<file path="src/if_macros.svh">
/*
  Instruction fetch stage constants
  Widths, FIFO depth and branch target buffer geometry
*/
`ifndef IF_MACROS_SVH
`define IF_MACROS_SVH

// Address and instruction word width
`define IF_XLEN 32

// Branch target buffer geometry, index is PC[4:2]
`define IF_BTB_ENTRIES 8
`define IF_BTB_IDX_W 3

// Fetch FIFO depth, also the outstanding transaction limit
`define IF_FIFO_DEPTH 2

// Zero bits appended below mtvec base
`define IF_MTVEC_ALIGN 7

// addi x0, x0, 0
`define IF_RESET_INSTR 32'h0000_0013

`endif

</file>
<file path="src/if_pkg.sv">
/*
  Instruction fetch package
  Next-PC select codes, predictor commands and fetch response type
*/
`default_nettype none

`include "if_macros.svh"

package if_pkg;

  // Fetch address
  typedef logic [`IF_XLEN-1:0] addr_t;

  // Next-PC source chosen by the controller
  typedef enum logic [2:0] {
    PC_BOOT      = 3'd0,
    PC_JUMP      = 3'd1,
    PC_BRANCH    = 3'd2,
    PC_MRET      = 3'd3,
    PC_TRAP      = 3'd4,
    PC_PREDICTED = 3'd5
  } pc_mux_e;

  // Predictor update command from EX
  typedef enum logic [1:0] {
    BTB_NONE      = 2'd0,
    BTB_TAKEN     = 2'd1,
    BTB_NOT_TAKEN = 2'd2,
    BTB_FLUSH     = 2'd3
  } btb_cmd_e;

  // One bus response, word plus error flag
  typedef struct packed {
    logic [`IF_XLEN-1:0] rdata;
    logic                err;
  } fetch_resp_t;

endpackage

`default_nettype wire

</file>
<file path="src/if_pc_mux.sv">
/*
  Next-PC multiplexer
  Picks the redirect target from the controller's selection
  and raises the mtvec init pulse at boot
*/
`timescale 1ns/1ps
`default_nettype none

`include "if_macros.svh"

module if_pc_mux
  import if_pkg::*;
(
  input  logic                                   pc_set_i,
  input  pc_mux_e                                pc_mux_i,
  input  addr_t                                  boot_addr_i,
  input  addr_t                                  jump_target_i,
  input  addr_t                                  branch_target_i,
  input  addr_t                                  mepc_i,
  input  logic [`IF_XLEN-`IF_MTVEC_ALIGN-1:0]    mtvec_addr_i,
  input  addr_t                                  pred_target_i,
  output addr_t                                  branch_addr_o,
  output logic                                   csr_mtvec_init_o
);

  // Raw target before halfword alignment
  addr_t target;

  always_comb begin
    case (pc_mux_i)
      // Boot address is forced onto a word boundary
      PC_BOOT:      target = {boot_addr_i[`IF_XLEN-1:2], 2'b00};
      PC_JUMP:      target = jump_target_i;
      PC_BRANCH:    target = branch_target_i;
      // Return from trap
      PC_MRET:      target = mepc_i;
      // Non-vectored trap base
      PC_TRAP:      target = {mtvec_addr_i, {`IF_MTVEC_ALIGN{1'b0}}};
      PC_PREDICTED: target = pred_target_i;
      default:      target = {boot_addr_i[`IF_XLEN-1:2], 2'b00};
    endcase
  end

  // Bit 0 is never set in a fetch address
  assign branch_addr_o = {target[`IF_XLEN-1:1], 1'b0};

  // CSR file loads its mtvec reset value on the boot jump
  assign csr_mtvec_init_o = pc_set_i && (pc_mux_i == PC_BOOT);

endmodule

`default_nettype wire

</file>
<file path="src/if_fifo.sv">
/*
  Small synchronous FIFO
  Circular buffer of IF_FIFO_DEPTH entries, payload type set by T
*/
`timescale 1ns/1ps
`default_nettype none

`include "if_macros.svh"

module if_fifo #(
  parameter type T = logic
) (
  input  logic clk,
  input  logic rst_n,
  input  logic flush_i,
  input  logic push_i,
  input  T     data_i,
  input  logic pop_i,
  output T     data_o,
  output logic empty_o,
  output logic full_o
);

  localparam int DEPTH = `IF_FIFO_DEPTH;
  localparam int PTR_W = (DEPTH > 1) ? $clog2(DEPTH) : 1;
  localparam int CNT_W = $clog2(DEPTH + 1);

  T                 mem_q [DEPTH];
  logic [PTR_W-1:0] wr_ptr_q;
  logic [PTR_W-1:0] rd_ptr_q;
  logic [CNT_W-1:0] count_q;

  // Pointer step with wrap at the last slot
  function automatic logic [PTR_W-1:0] ptr_inc(input logic [PTR_W-1:0] ptr);
    ptr_inc = (ptr == PTR_W'(DEPTH - 1)) ? '0 : ptr + 1'b1;
  endfunction

  assign empty_o = (count_q == '0);
  assign full_o  = (count_q == CNT_W'(DEPTH));
  // Head entry, only meaningful when not empty
  assign data_o  = mem_q[rd_ptr_q];

  //////////////////////////////////////////////////
  // Pointers and fill level
  //////////////////////////////////////////////////
  always_ff @(posedge clk or negedge rst_n) begin
    if (!rst_n) begin
      wr_ptr_q <= '0;
      rd_ptr_q <= '0;
      count_q  <= '0;
    end else if (flush_i) begin
      // Flush wins over push and pop
      wr_ptr_q <= '0;
      rd_ptr_q <= '0;
      count_q  <= '0;
    end else begin
      if (push_i) begin
        wr_ptr_q <= ptr_inc(wr_ptr_q);
      end
      if (pop_i) begin
        rd_ptr_q <= ptr_inc(rd_ptr_q);
      end
      if (push_i && !pop_i) begin
        count_q <= count_q + 1'b1;
      end else if (pop_i && !push_i) begin
        count_q <= count_q - 1'b1;
      end
    end
  end

  // Storage
  always_ff @(posedge clk) begin
    if (push_i && !flush_i) begin
      mem_q[wr_ptr_q] <= data_i;
    end
  end

  // Overflow and underflow are the caller's bugs
  a_no_push_full: assert property (@(posedge clk) disable iff (!rst_n)
    (push_i && !flush_i) |-> !full_o);
  a_no_pop_empty: assert property (@(posedge clk) disable iff (!rst_n)
    (pop_i && !flush_i) |-> !empty_o);

endmodule

`default_nettype wire

</file>
<file path="src/if_fetch_unit.sv">
/*
  Fetch unit
  Issues sequential word requests on the instruction bus, tracks
  outstanding transactions, drops responses made stale by a redirect
  and presents each surviving word with its address
*/
`timescale 1ns/1ps
`default_nettype none

`include "if_macros.svh"

module if_fetch_unit
  import if_pkg::*;
(
  input  logic                clk,
  input  logic                rst_n,
  input  logic                pc_set_i,
  input  logic                kill_i,
  input  addr_t               branch_addr_i,
  input  logic                instr_gnt_i,
  input  logic                instr_rvalid_i,
  input  logic [`IF_XLEN-1:0] instr_rdata_i,
  input  logic                instr_err_i,
  input  logic                fetch_ready_i,
  output logic                instr_req_o,
  output addr_t               instr_addr_o,
  output logic                fetch_valid_o,
  output fetch_resp_t         fetch_resp_o,
  output addr_t               fetch_pc_o,
  output logic                busy_o
);

  localparam int DEPTH = `IF_FIFO_DEPTH;
  localparam int CNT_W = $clog2(DEPTH + 1);

  // Next address to request
  addr_t            fetch_addr_q;
  // Fetching enabled, set by the first redirect
  logic             active_q;
  // All bus transactions in flight, stale ones included
  logic [CNT_W-1:0] out_cnt_q;
  logic [CNT_W-1:0] out_cnt_n;
  // Responses still to be thrown away
  logic [CNT_W-1:0] drop_cnt_q;

  logic             redirect;
  logic             grant;
  logic             resp_drop;
  logic             resp_keep;
  logic             transfer;
  logic             addr_empty;
  logic             addr_full;
  logic             resp_empty;
  logic             resp_full;
  fetch_resp_t      resp_in;

  assign redirect  = pc_set_i || kill_i;
  assign grant     = instr_req_o && instr_gnt_i;
  assign resp_drop = instr_rvalid_i && (drop_cnt_q != '0);
  assign resp_keep = instr_rvalid_i && (drop_cnt_q == '0);
  assign transfer  = fetch_valid_o && fetch_ready_i;
  assign resp_in   = {instr_rdata_i, instr_err_i};

  //////////////////////////////////////////////////
  // Bus request
  //////////////////////////////////////////////////
  // Held off during a redirect so no old address is granted then
  // Address FIFO not full means the response FIFO has room for all
  assign instr_req_o  = active_q && !redirect && !addr_full && !resp_full &&
                        (out_cnt_q < CNT_W'(DEPTH));
  assign instr_addr_o = fetch_addr_q;

  // In-flight count after this cycle
  always_comb begin
    out_cnt_n = out_cnt_q;
    if (grant && !instr_rvalid_i) begin
      out_cnt_n = out_cnt_q + 1'b1;
    end else if (!grant && instr_rvalid_i) begin
      out_cnt_n = out_cnt_q - 1'b1;
    end
  end

  always_ff @(posedge clk or negedge rst_n) begin
    if (!rst_n) begin
      active_q     <= 1'b0;
      fetch_addr_q <= '0;
      out_cnt_q    <= '0;
      drop_cnt_q   <= '0;
    end else begin
      out_cnt_q <= out_cnt_n;
      if (pc_set_i) begin
        active_q     <= 1'b1;
        fetch_addr_q <= branch_addr_i;
      end else if (kill_i) begin
        // Kill alone parks fetching until the next pc_set
        active_q <= 1'b0;
      end else if (grant) begin
        fetch_addr_q <= fetch_addr_q + `IF_XLEN'd4;
      end
      // Everything still in flight at a redirect is stale
      if (redirect) begin
        drop_cnt_q <= out_cnt_n;
      end else if (resp_drop) begin
        drop_cnt_q <= drop_cnt_q - 1'b1;
      end
    end
  end

  //////////////////////////////////////////////////
  // Address and response queues
  //////////////////////////////////////////////////
  // Address pushed at grant, paired with its response at the head
  if_fifo #(.T(addr_t)) addr_fifo_inst (
    .clk     (clk),
    .rst_n   (rst_n),
    .flush_i (redirect),
    .push_i  (grant),
    .data_i  (fetch_addr_q),
    .pop_i   (transfer),
    .data_o  (fetch_pc_o),
    .empty_o (addr_empty),
    .full_o  (addr_full)
  );

  if_fifo #(.T(fetch_resp_t)) resp_fifo_inst (
    .clk     (clk),
    .rst_n   (rst_n),
    .flush_i (redirect),
    .push_i  (resp_keep),
    .data_i  (resp_in),
    .pop_i   (transfer),
    .data_o  (fetch_resp_o),
    .empty_o (resp_empty),
    .full_o  (resp_full)
  );

  assign fetch_valid_o = !resp_empty;
  assign busy_o        = (out_cnt_q != '0) || !addr_empty || !resp_empty;

  // Waiting request keeps its address until granted
  a_addr_stable: assert property (@(posedge clk) disable iff (!rst_n)
    (instr_req_o && !instr_gnt_i) |=> $stable(instr_addr_o));

endmodule

`default_nettype wire

</file>
<file path="src/if_branch_predictor.sv">
/*
  Branch target buffer
  Direct-mapped table with 2-bit history counters,
  combinational lookup on the IF PC and clocked update from EX
*/
`timescale 1ns/1ps
`default_nettype none

`include "if_macros.svh"

module if_branch_predictor
  import if_pkg::*;
(
  input  logic     clk,
  input  logic     rst_n,
  input  addr_t    pc_if_i,
  input  btb_cmd_e btb_cmd_i,
  input  addr_t    pc_ex_i,
  input  addr_t    target_ex_i,
  output logic     hit_o,
  output logic     prediction_o,
  output addr_t    target_o
);

  localparam int ENTRIES = `IF_BTB_ENTRIES;
  localparam int IDX_W   = `IF_BTB_IDX_W;
  localparam int TAG_W   = `IF_XLEN - IDX_W - 2;

  // Table state
  logic [ENTRIES-1:0] valid_q;
  logic [TAG_W-1:0]   tag_q    [ENTRIES];
  addr_t              target_q [ENTRIES];
  logic [1:0]         cnt_q    [ENTRIES];

  logic [IDX_W-1:0]   if_idx;
  logic [TAG_W-1:0]   if_tag;
  logic [IDX_W-1:0]   ex_idx;
  logic [TAG_W-1:0]   ex_tag;
  logic               ex_match;
  logic               update;

  // Word index above the byte offset, tag above the index
  assign if_idx = pc_if_i[IDX_W+1:2];
  assign if_tag = pc_if_i[`IF_XLEN-1:IDX_W+2];
  assign ex_idx = pc_ex_i[IDX_W+1:2];
  assign ex_tag = pc_ex_i[`IF_XLEN-1:IDX_W+2];

  //////////////////////////////////////////////////
  // Lookup
  //////////////////////////////////////////////////
  assign hit_o        = valid_q[if_idx] && (tag_q[if_idx] == if_tag);
  // Counter MSB means taken
  assign prediction_o = hit_o && cnt_q[if_idx][1];
  assign target_o     = hit_o ? target_q[if_idx] : '0;

  //////////////////////////////////////////////////
  // Update
  //////////////////////////////////////////////////
  assign update   = (btb_cmd_i == BTB_TAKEN) || (btb_cmd_i == BTB_NOT_TAKEN);
  assign ex_match = valid_q[ex_idx] && (tag_q[ex_idx] == ex_tag);

  always_ff @(posedge clk or negedge rst_n) begin
    if (!rst_n) begin
      valid_q <= '0;
    end else if (btb_cmd_i == BTB_FLUSH) begin
      valid_q <= '0;
    end else if (update) begin
      valid_q[ex_idx] <= 1'b1;
    end
  end

  always_ff @(posedge clk) begin
    if (update) begin
      if (!ex_match) begin
        // Allocate, replacing whatever lived in this slot
        // Weakly taken or weakly not-taken start
        tag_q[ex_idx]    <= ex_tag;
        target_q[ex_idx] <= target_ex_i;
        cnt_q[ex_idx]    <= (btb_cmd_i == BTB_TAKEN) ? 2'd2 : 2'd1;
      end else if (btb_cmd_i == BTB_TAKEN) begin
        // Taken refreshes the target, counter saturates at 3
        target_q[ex_idx] <= target_ex_i;
        if (cnt_q[ex_idx] != 2'd3) begin
          cnt_q[ex_idx] <= cnt_q[ex_idx] + 2'd1;
        end
      end else begin
        // Not taken, saturates at 0
        if (cnt_q[ex_idx] != 2'd0) begin
          cnt_q[ex_idx] <= cnt_q[ex_idx] - 2'd1;
        end
      end
    end
  end

endmodule

`default_nettype wire

</file>
<file path="src/if_stage.sv">
/*
  Instruction fetch stage top
  Next-PC mux, fetch unit and branch target buffer,
  plus the IF/ID pipeline register toward decode
*/
`timescale 1ns/1ps
`default_nettype none

`include "if_macros.svh"

module if_stage
  import if_pkg::*;
(
  input  logic                                clk,
  input  logic                                rst_n,
  // Controller
  input  logic                                pc_set_i,
  input  pc_mux_e                             pc_mux_i,
  input  addr_t                               boot_addr_i,
  input  addr_t                               jump_target_i,
  input  addr_t                               branch_target_i,
  input  addr_t                               mepc_i,
  input  logic [`IF_XLEN-`IF_MTVEC_ALIGN-1:0] mtvec_addr_i,
  input  logic                                halt_i,
  input  logic                                kill_i,
  // Predictor update from EX
  input  btb_cmd_e                            btb_cmd_i,
  input  addr_t                               pc_ex_i,
  // Instruction bus
  output logic                                instr_req_o,
  output addr_t                               instr_addr_o,
  input  logic                                instr_gnt_i,
  input  logic                                instr_rvalid_i,
  input  logic [`IF_XLEN-1:0]                 instr_rdata_i,
  input  logic                                instr_err_i,
  // Decode side
  input  logic                                id_ready_i,
  output logic                                id_valid_o,
  output addr_t                               id_pc_o,
  output logic [`IF_XLEN-1:0]                 id_instr_o,
  output logic                                id_err_o,
  output logic                                id_hit_o,
  output logic                                id_prediction_o,
  output addr_t                               id_target_o,
  // Status
  output addr_t                               pc_if_o,
  output logic                                if_busy_o,
  output logic                                csr_mtvec_init_o
);

  addr_t       branch_addr;
  logic        fetch_valid;
  logic        fetch_ready;
  fetch_resp_t fetch_resp;
  addr_t       fetch_pc;
  logic        pred_hit;
  logic        pred_taken;
  addr_t       pred_target;
  logic        load_id;

  if_pc_mux pc_mux_inst (
    .pc_set_i         (pc_set_i),
    .pc_mux_i         (pc_mux_i),
    .boot_addr_i      (boot_addr_i),
    .jump_target_i    (jump_target_i),
    .branch_target_i  (branch_target_i),
    .mepc_i           (mepc_i),
    .mtvec_addr_i     (mtvec_addr_i),
    .pred_target_i    (pred_target),
    .branch_addr_o    (branch_addr),
    .csr_mtvec_init_o (csr_mtvec_init_o)
  );

  // Decode pulls words only when ready and not halted
  assign fetch_ready = id_ready_i && !halt_i;

  if_fetch_unit fetch_unit_inst (
    .clk            (clk),
    .rst_n          (rst_n),
    .pc_set_i       (pc_set_i),
    .kill_i         (kill_i),
    .branch_addr_i  (branch_addr),
    .instr_gnt_i    (instr_gnt_i),
    .instr_rvalid_i (instr_rvalid_i),
    .instr_rdata_i  (instr_rdata_i),
    .instr_err_i    (instr_err_i),
    .fetch_ready_i  (fetch_ready),
    .instr_req_o    (instr_req_o),
    .instr_addr_o   (instr_addr_o),
    .fetch_valid_o  (fetch_valid),
    .fetch_resp_o   (fetch_resp),
    .fetch_pc_o     (fetch_pc),
    .busy_o         (if_busy_o)
  );

  assign pc_if_o = fetch_pc;

  // Lookup on the word now at the head of the fetch queue
  // Taken branch target comes from EX
  if_branch_predictor branch_predictor_inst (
    .clk          (clk),
    .rst_n        (rst_n),
    .pc_if_i      (fetch_pc),
    .btb_cmd_i    (btb_cmd_i),
    .pc_ex_i      (pc_ex_i),
    .target_ex_i  (branch_target_i),
    .hit_o        (pred_hit),
    .prediction_o (pred_taken),
    .target_o     (pred_target)
  );

  //////////////////////////////////////////////////
  // IF/ID pipeline register
  //////////////////////////////////////////////////
  assign load_id = fetch_valid && id_ready_i && !halt_i && !kill_i;

  always_ff @(posedge clk or negedge rst_n) begin
    if (!rst_n) begin
      id_valid_o      <= 1'b0;
      id_pc_o         <= '0;
      id_instr_o      <= `IF_RESET_INSTR;
      id_err_o        <= 1'b0;
      id_hit_o        <= 1'b0;
      id_prediction_o <= 1'b0;
      id_target_o     <= '0;
    end else if (kill_i) begin
      // Kill empties the slot, payload keeps its last value
      id_valid_o <= 1'b0;
    end else if (load_id) begin
      id_valid_o      <= 1'b1;
      id_pc_o         <= fetch_pc;
      id_instr_o      <= fetch_resp.rdata;
      id_err_o        <= fetch_resp.err;
      id_hit_o        <= pred_hit;
      id_prediction_o <= pred_taken;
      id_target_o     <= pred_target;
    end else if (id_ready_i) begin
      // Decode consumed the word and nothing replaced it
      id_valid_o <= 1'b0;
    end
  end

  a_id_valid_known: assert property (@(posedge clk) disable iff (!rst_n)
    !$isunknown(id_valid_o));

endmodule

`default_nettype wire

</file>
<file path="config.mk">
export PLATFORM = sky130hd
export DESIGN_NAME = if_stage
export DESIGN_NICKNAME = d
export VERILOG_FILES = /design/src/if_pkg.sv /design/src/if_pc_mux.sv /design/src/if_fifo.sv /design/src/if_fetch_unit.sv /design/src/if_branch_predictor.sv /design/src/if_stage.sv
export VERILOG_INCLUDE_DIRS = /design/src
export SDC_FILE = /design/constraint.sdc
export NUM_CORES = 1
export LEC_CHECK = 0
export BUFFER_PORTS_ARGS = -buffer_cell sky130_fd_sc_hd__clkbuf_2
export CORE_MARGIN = 1.5
export CORE_UTILIZATION = 63
export DETAILED_ROUTE_END_ITERATION = 10
export GPL_ROUTABILITY_DRIVEN = 1
export HOLD_SLACK_MARGIN = 0.1
export PLACE_DENSITY = 0.91
export SETUP_SLACK_MARGIN = 0.1
export SYNTH_ARGS = -nofsm -noshare
export SYNTH_HDL_FRONTEND = slang
export SYNTH_SLANG_ARGS = --single-unit
</file>
<file path="constraint.sdc">
create_clock -name clk -period 8.88 [get_ports clk]
set_clock_uncertainty 0.05 [all_clocks]
set_input_delay 2.22 -clock clk [delete_from_list [all_inputs] [get_ports clk]]
set_output_delay 2.22 -clock clk [all_outputs]
set_load 0.01 [all_outputs]
</file>
# Yosys cells after proc, flatten, opt, wreduce, memory -nomap -nowiden
# Memories as Yosys holds them, arrays and structs flattened. A register that Yosys moved wholly into a read port is not among the register bits.
# Cells that the tools add are included.
# totals
reg_bits	120
ram_bits	618
inputBits	231
output_inout_bits	167
wordCells	183
n_memories	5
# classes
n_addsub	14
order_cmp	4
n_eq_ne	14
n_mux	65
bitwise_logic	5
reduce_logical	60
# memory_table
name	depth	width	read_ports	rd_clocked_by_memory_dff	wr	line_no	rtl
branch_predictor_inst.target_q	8	32	1	0	1	if_branch_predictor.sv:32	addr_t target_q [ENTRIES];
branch_predictor_inst.tag_q	8	27	2	0	1	if_branch_predictor.sv:31	logic [TAG_W-1:0] tag_q [ENTRIES];
fetch_unit_inst.resp_fifo_inst.mem_q	2	33	1	1	1	if_fifo.sv:28	T mem_q [DEPTH];
fetch_unit_inst.addr_fifo_inst.mem_q	2	32	1	0	1	if_fifo.sv:28	
branch_predictor_inst.cnt_q	8	2	2	0	1	if_branch_predictor.sv:33	logic [1:0] cnt_q [ENTRIES];
# ops
operator	n
two-way mux 32 bit	5
case mux 32 bit (5 select lines)	1
equality test 27 bit	2
two-way mux 1 bit	41
adder 32 x 3 -> 32 bit (second input constant)	1
two-way mux 2 bit	13
logical AND 1 bit	25
nonzero test 2 bit	10
two-way mux 8 bit	2
zero test 1 bit	12
subtractor 2 x 1 -> 2 bit (second input constant)	5
nonzero test 3 bit	3
adder 2 x 1 -> 2 bit (second input constant)	4
equality test 2 bit (second input constant)	4
less-than comparator 3 x 4 -> 1 bit (second input constant)	2
bitwise OR 8 bit	1
binary-select mux 1 bit (select 3 bit)	2
equality test 3 x 2 -> 1 bit (second input constant)	2
equality test 3 bit (second input constant)	2
zero test 2 bit	3
adder 1 bit (second input constant)	4
logical OR 1 bit	4
inequality test 2 bit (second input constant)	2
AND reduction 2 bit	2
other kinds (8)	10

# Logic depth before layout (Yosys ltp)
# depth
ltp_word	12
depth_mapped	15
mapped_depth_nobuf	10

# Cells and area by module
# From an unflattened synthesis, not the netlist that was laid out.
# unflattened
cells_unflattened	2137
area_unflattened_um2	34702.0
# modules_own_cells
mod	n_inst	cells_each	area_per_inst_um2	seq_area_each_um2
if_branch_predictor	1	1173	21602.0	14854.2
if_stage	1	215	3793.6	2506.2
if_fifo (fetch_unit_inst.resp_fifo_inst)	1	123	2588.7	2082.0
if_fifo (fetch_unit_inst.addr_fifo_inst)	1	120	2512.4	2021.9
if_fetch_unit	1	234	2177.1	925.9
if_pc_mux	1	272	2028.2	0.0

# Least setup slack after synthesis
# No wires, ideal clock.
# synth_path
kind	input -> register
startpoint	in pc_ex_i[3]
endpoint	mem branch_predictor_inst.target_q[3][0] (netlist bit), enable pin
setup_time_ns	0.461
arrival_ns	6.444
required_ns	8.369
setup_slack_ns	1.925
path_stages	10
path_buffers	2
cell_sequence	buf_2 buf_1 mux4_2 mux2i_1 xnor2_1 nor4_1 nand2_1 or4_1 o21ai_1 nor3_1
# synth_between
elab_chain_cells	7
elab_cells_between_ends	12
classes_between	eq/ne: 1; mux: 8; bitwise: 1; reduce/logical: 1; memory: 1
# synth_lines
element	line_no	rtl
from (decl)	if_stage.sv:28	input addr_t pc_ex_i,
memory (8 x 27 bit) / binary-select mux 1 bit (select 3 bit) (equally long branches)	n/a	
equality test 27 bit / two-way mux 1 bit (equally long branches)	if_branch_predictor.sv:60	assign ex_match = valid_q[ex_idx] && (tag_q[ex_idx] == ex_tag);
logical AND 1 bit	if_branch_predictor.sv:60	
two-way mux 1 bit	if_branch_predictor.sv:74	if (!ex_match) begin
two-way mux 1 bit	if_branch_predictor.sv:73	if (update) begin
two-way mux 1 bit, on equally long branches	if_branch_predictor.sv:78, if_branch_predictor.sv:82	
bitwise OR 1 bit (no line)	n/a	
to (decl)	if_branch_predictor.sv:32	
# Parallel ways exist; a longest one is shown, timed or not. The select of a mux whose other input is x is not followed.

# Worst setup path in the final report
# layout_path
startpoint	in pc_mux_i[0]
endpoint	out csr_mtvec_init_o
# layout_between
elab_chain_cells	2
# layout_lines
element	line_no	rtl
from (decl)	if_stage.sv:18	input pc_mux_e pc_mux_i,
zero test 3 bit	if_pc_mux.sv:48	assign csr_mtvec_init_o = pc_set_i && (pc_mux_i == PC_BOOT);
logical AND 1 bit	if_pc_mux.sv:48	
to (decl)	if_stage.sv:48	output logic csr_mtvec_init_o
# No other way between the ends.

==> summary.md <==
| Metric | Value |
|---|---|
| Status | `finished, final reports clean` |
| Worst hold path type | `reg -> reg` |
| Most common cell after layout, fill and taps aside | `edfxtp_1` |
| RSZ-0062 raised after global routing | `false` |
| Worst Slack Setup Final | `2.51 ns` |
| Critical path startpoint | `pc_mux_i[0]` |
| Final Hold Fails | `0` |
| Critical Path RT | `around 6.6 ns` |
| Mapped Area | `~0.035 mm^2` |
| Number of antenna violations at the first check in global routing | `13` |
| Min-delay src | `id_pc_o[14]` |
| Grt total ovfl | `0` |
| Layout cells sized above 1 | `20.9%` |
| DR iter-0 viols | `about 4,600` |
| Clock latency at the later pin of the worst-skew pair | `~0.64 ns` |
| CP endpoint | `csr_mtvec_init_o` |
| Placed insts | `between 3,000 and 4,000` |
| Wire per inst | `about 28 um` |
| Pin count of the biggest net entering global routing | `~110` |
| Hold-fix buffers, CTS | `0` |
| Root Buffer | `clkbuf_16` |
| Register area share after synthesis | `a little under two thirds` |
| Synth Flop Type | `edfxtp_1` |
| Rel. slew slack | `a little over an eighth` |
| Yosys top cell area share | `between 50% and 60%` |
| Multi-input logic area | `0.0117 mm^2` |
| Synth cell types | `67` |
| Via density | `approximately 7` |
| Cells on worst reg2reg path | `13` |
| Die width | `238 um` |
| Dpl hpwl | `68,000 um` |
| Crit path kind | `in -> out` |
| Num rows | `86` |
| Post-synth top area cell | `edfxtp_1` |
| Asr flop ratio synth | `slightly below 20%` |
| Antenna viol nets, final | `0` |
| Max IR drop VDD | `roughly 0.16 mV` |
| Vias | `about 27,000` |
| Initial Util | `between 60% and 70%` |
| Post-synth EDFFs | `around 620` |
| I/O pin cnt | `roughly 400` |
| Num CTS Buffers | `76` |
| Setup violators final | `0` |
| FF+latch count, synth | `approximately 770` |
| Worst hold slack | `0.430 ns` |
| Synthesis Warnings | `0` |
| Crit-path max FO | `58` |
| Crit path launch type | `input pin` |
| Setup bufs post-CTS | `0` |
| Leak | `around 15 nW` |
| IO buf count | `388` |
| Nets | `roughly 3,400` |
| Reg2Reg Setup Slack | `roughly 2.6 ns` |
| Total Die Area | `between 0.05 and 0.06 mm^2` |
| RR Startpoint | `fetch_unit_inst.addr_fifo_inst.rd_ptr_q` |
| Crit path time final | `6.37 ns` |
| Cell Pwr Density | `roughly 220 mW/mm^2` |
| First drt pass iteration count | `8` |
| Final Wtd Congestion | `between 0.9 and 1` |
| Filler Cells Inserted | `3,193` |
| Clock Path Buffers | `3` |
| Post-synthesis to final-layout area growth | `14.8%` |
| H-tree Lvls | `3` |
| Sequential cell area | `0.0223 mm^2` |
| Max-slew violations | `0` |
| Tightest Pin Transition | `approximately 1.3 ns` |
| Sink Count | `~770` |
| Core Footprint | `~0.055 mm^2` |
| Synth area leaders | `edfxtp_1, dfrtp_1, nand2_1, mux2i_1, mux4_2` |
| Cell Count, Final, Fillers Out | `between 3,000 and 4,000` |
| Sum Neg Setup Slack | `0 ns` |
| Pre-CTS WS | `approximately 2.3 ns` |
| Crit path arrival time | `4.10 ns` |
| Endpoint class of the critical path | `output port` |
| Fmax | `0.157 GHz` |
| Clock transition at path regs | `roughly 0.060 ns` |
| Cells after synthesis | `2,861` |
| Most frequent cells in the layout | `edfxtp_1, nand2_1, clkbuf_2, mux2i_1, dfrtp_1` |
| Vias in the first global route | `between 20,000 and 30,000` |
| Final worst-path cycle share | `between 70% and 80%` |
| Post-CTS Resized | `0` |
| Die height | `around 240 um` |
| Max cap viols | `0` |
| DR DRC count | `0` |
| Global-route wire length before repair | `161,000 um` |
| Final Util | `between 70 and 80%` |
| Final wirelength | `110,000 um` |
| CTS tree | `built` |
| Total track usage | `between 30% and 40%` |
| Syn_area_per_cell | `about 12 um^2` |
| Worst r2r dst | `id_target_o[5]` |
==> power by group <==
part,switching [mW],internal [mW]
Clock,1.43,1.97
Combinational,0.719,0.385
Sequential,0.171,4.14
Total,2.32,6.49
==> metal layers <==
layer	wire length, um	up-vias	global-route usage, %
li1	-	11200	-
met1	34900	13000	47.0
met2	51000	2532	59.5
met3	16500	555	12.1
met4	7490	10	24.2
met5	63	-	0
==> cells in the mapped netlist (all sizes together), types with 3 or more instances <==
cell and number:
or2 7, o32ai 3, a22oi 27, and2 7, nand3 122, nand4 17
a32oi 18, nand2 605, nor4 15, edfxtp 616, mux2 32, nor2 112
a21o 7, o41ai 4, a221o 7, a22o 8, a31oi 36, o211ai 8
o31ai 49, or3b 3, mux2i 154, mux4 38, or3 12, nor2b 25
and3 47, dfstp 3, dfrtp 148, nand2b 22, a211oi 11, a21oi 81
clkbuf 120, inv 44, a311oi 34, nor3 16, o22ai 22, or4 4
a221oi 23, buf 72, o21ai 146, ha 9, xnor2 68, o221ai 10
xor2 26, o311ai 6
==> cell type report <==
type	instances	share of cell area [%]
Tap cell	704	2.20
Multi-Input combinational cell	1858	29.3
Inverter	46	0.444
Antenna cell	6	0.0375
Sequential cell	767	55.7
Clock buffer	100	5.42
Clock inverter	39	1.22
Timing Repair Buffer	430	5.66
==> worst min path at each step <==
stage,endpoint,slack (ns),cells past startpoint
4_1_cts,id_pc_o[14],0.43,2
3_5_place_dp,id_pc_o[14],0.41,2
2_1_floorplan,fetch_unit_inst.addr_fifo_inst.wr_ptr_q,0.43,1
5_1_grt,id_target_o[18],0.45,2
6_report,id_pc_o[14],0.43,2
3_3_place_gp,id_pc_o[6],0.41,2
==> cell families after synthesis <==
kind of cell	synth area share, %
xor+xnor	2.36
fa+ha+maj	0.323
mux	8.02
buf+inv	2.87
compound gates	9.88
other cells	0.0108
flops	63.9
simple gates	12.6
==> state kept, by name (all words and copies together) (netlist names), 2 cells and up <==
name	flops
branch_predictor_inst.target_q	256
fetch_unit_inst.resp_fifo_inst.count_q	2
fetch_unit_inst.instr_addr_o	31
fetch_unit_inst.out_cnt_q	2
fetch_unit_inst.addr_fifo_inst.mem_q	62
fetch_unit_inst.addr_fifo_inst.count_q	2
branch_predictor_inst.cnt_q	16
id_pc_o	31
fetch_unit_inst.resp_fifo_inst.mem_q	66
branch_predictor_inst.tag_q	216
fetch_unit_inst.drop_cnt_q	2
id_target_o	32
branch_predictor_inst.valid_q	8
id_instr_o	32
==> through the flow <==
| step | power, mW | cell area, um^2 |
|---|---|---|
| 2_1_floorplan | 4.92 | 34900 |
| 3_3_place_gp | 5.35 | 37300 |
| 3_5_place_dp | 5.42 | 37300 |
| 4_1_cts | 8.76 | 40000 |
| 5_1_grt | 9.03 | 40000 |
| 6_report | 8.81 | 40000 |
==> critical path, stage by stage <==
cell and delay, ns:
clkbuf_2 0.08, buf_4 0.35, or2_2 0.61, nor3_1 0.53, clkbuf_2 0.25
No activity file was read; power rests on OpenSTA's default activity.
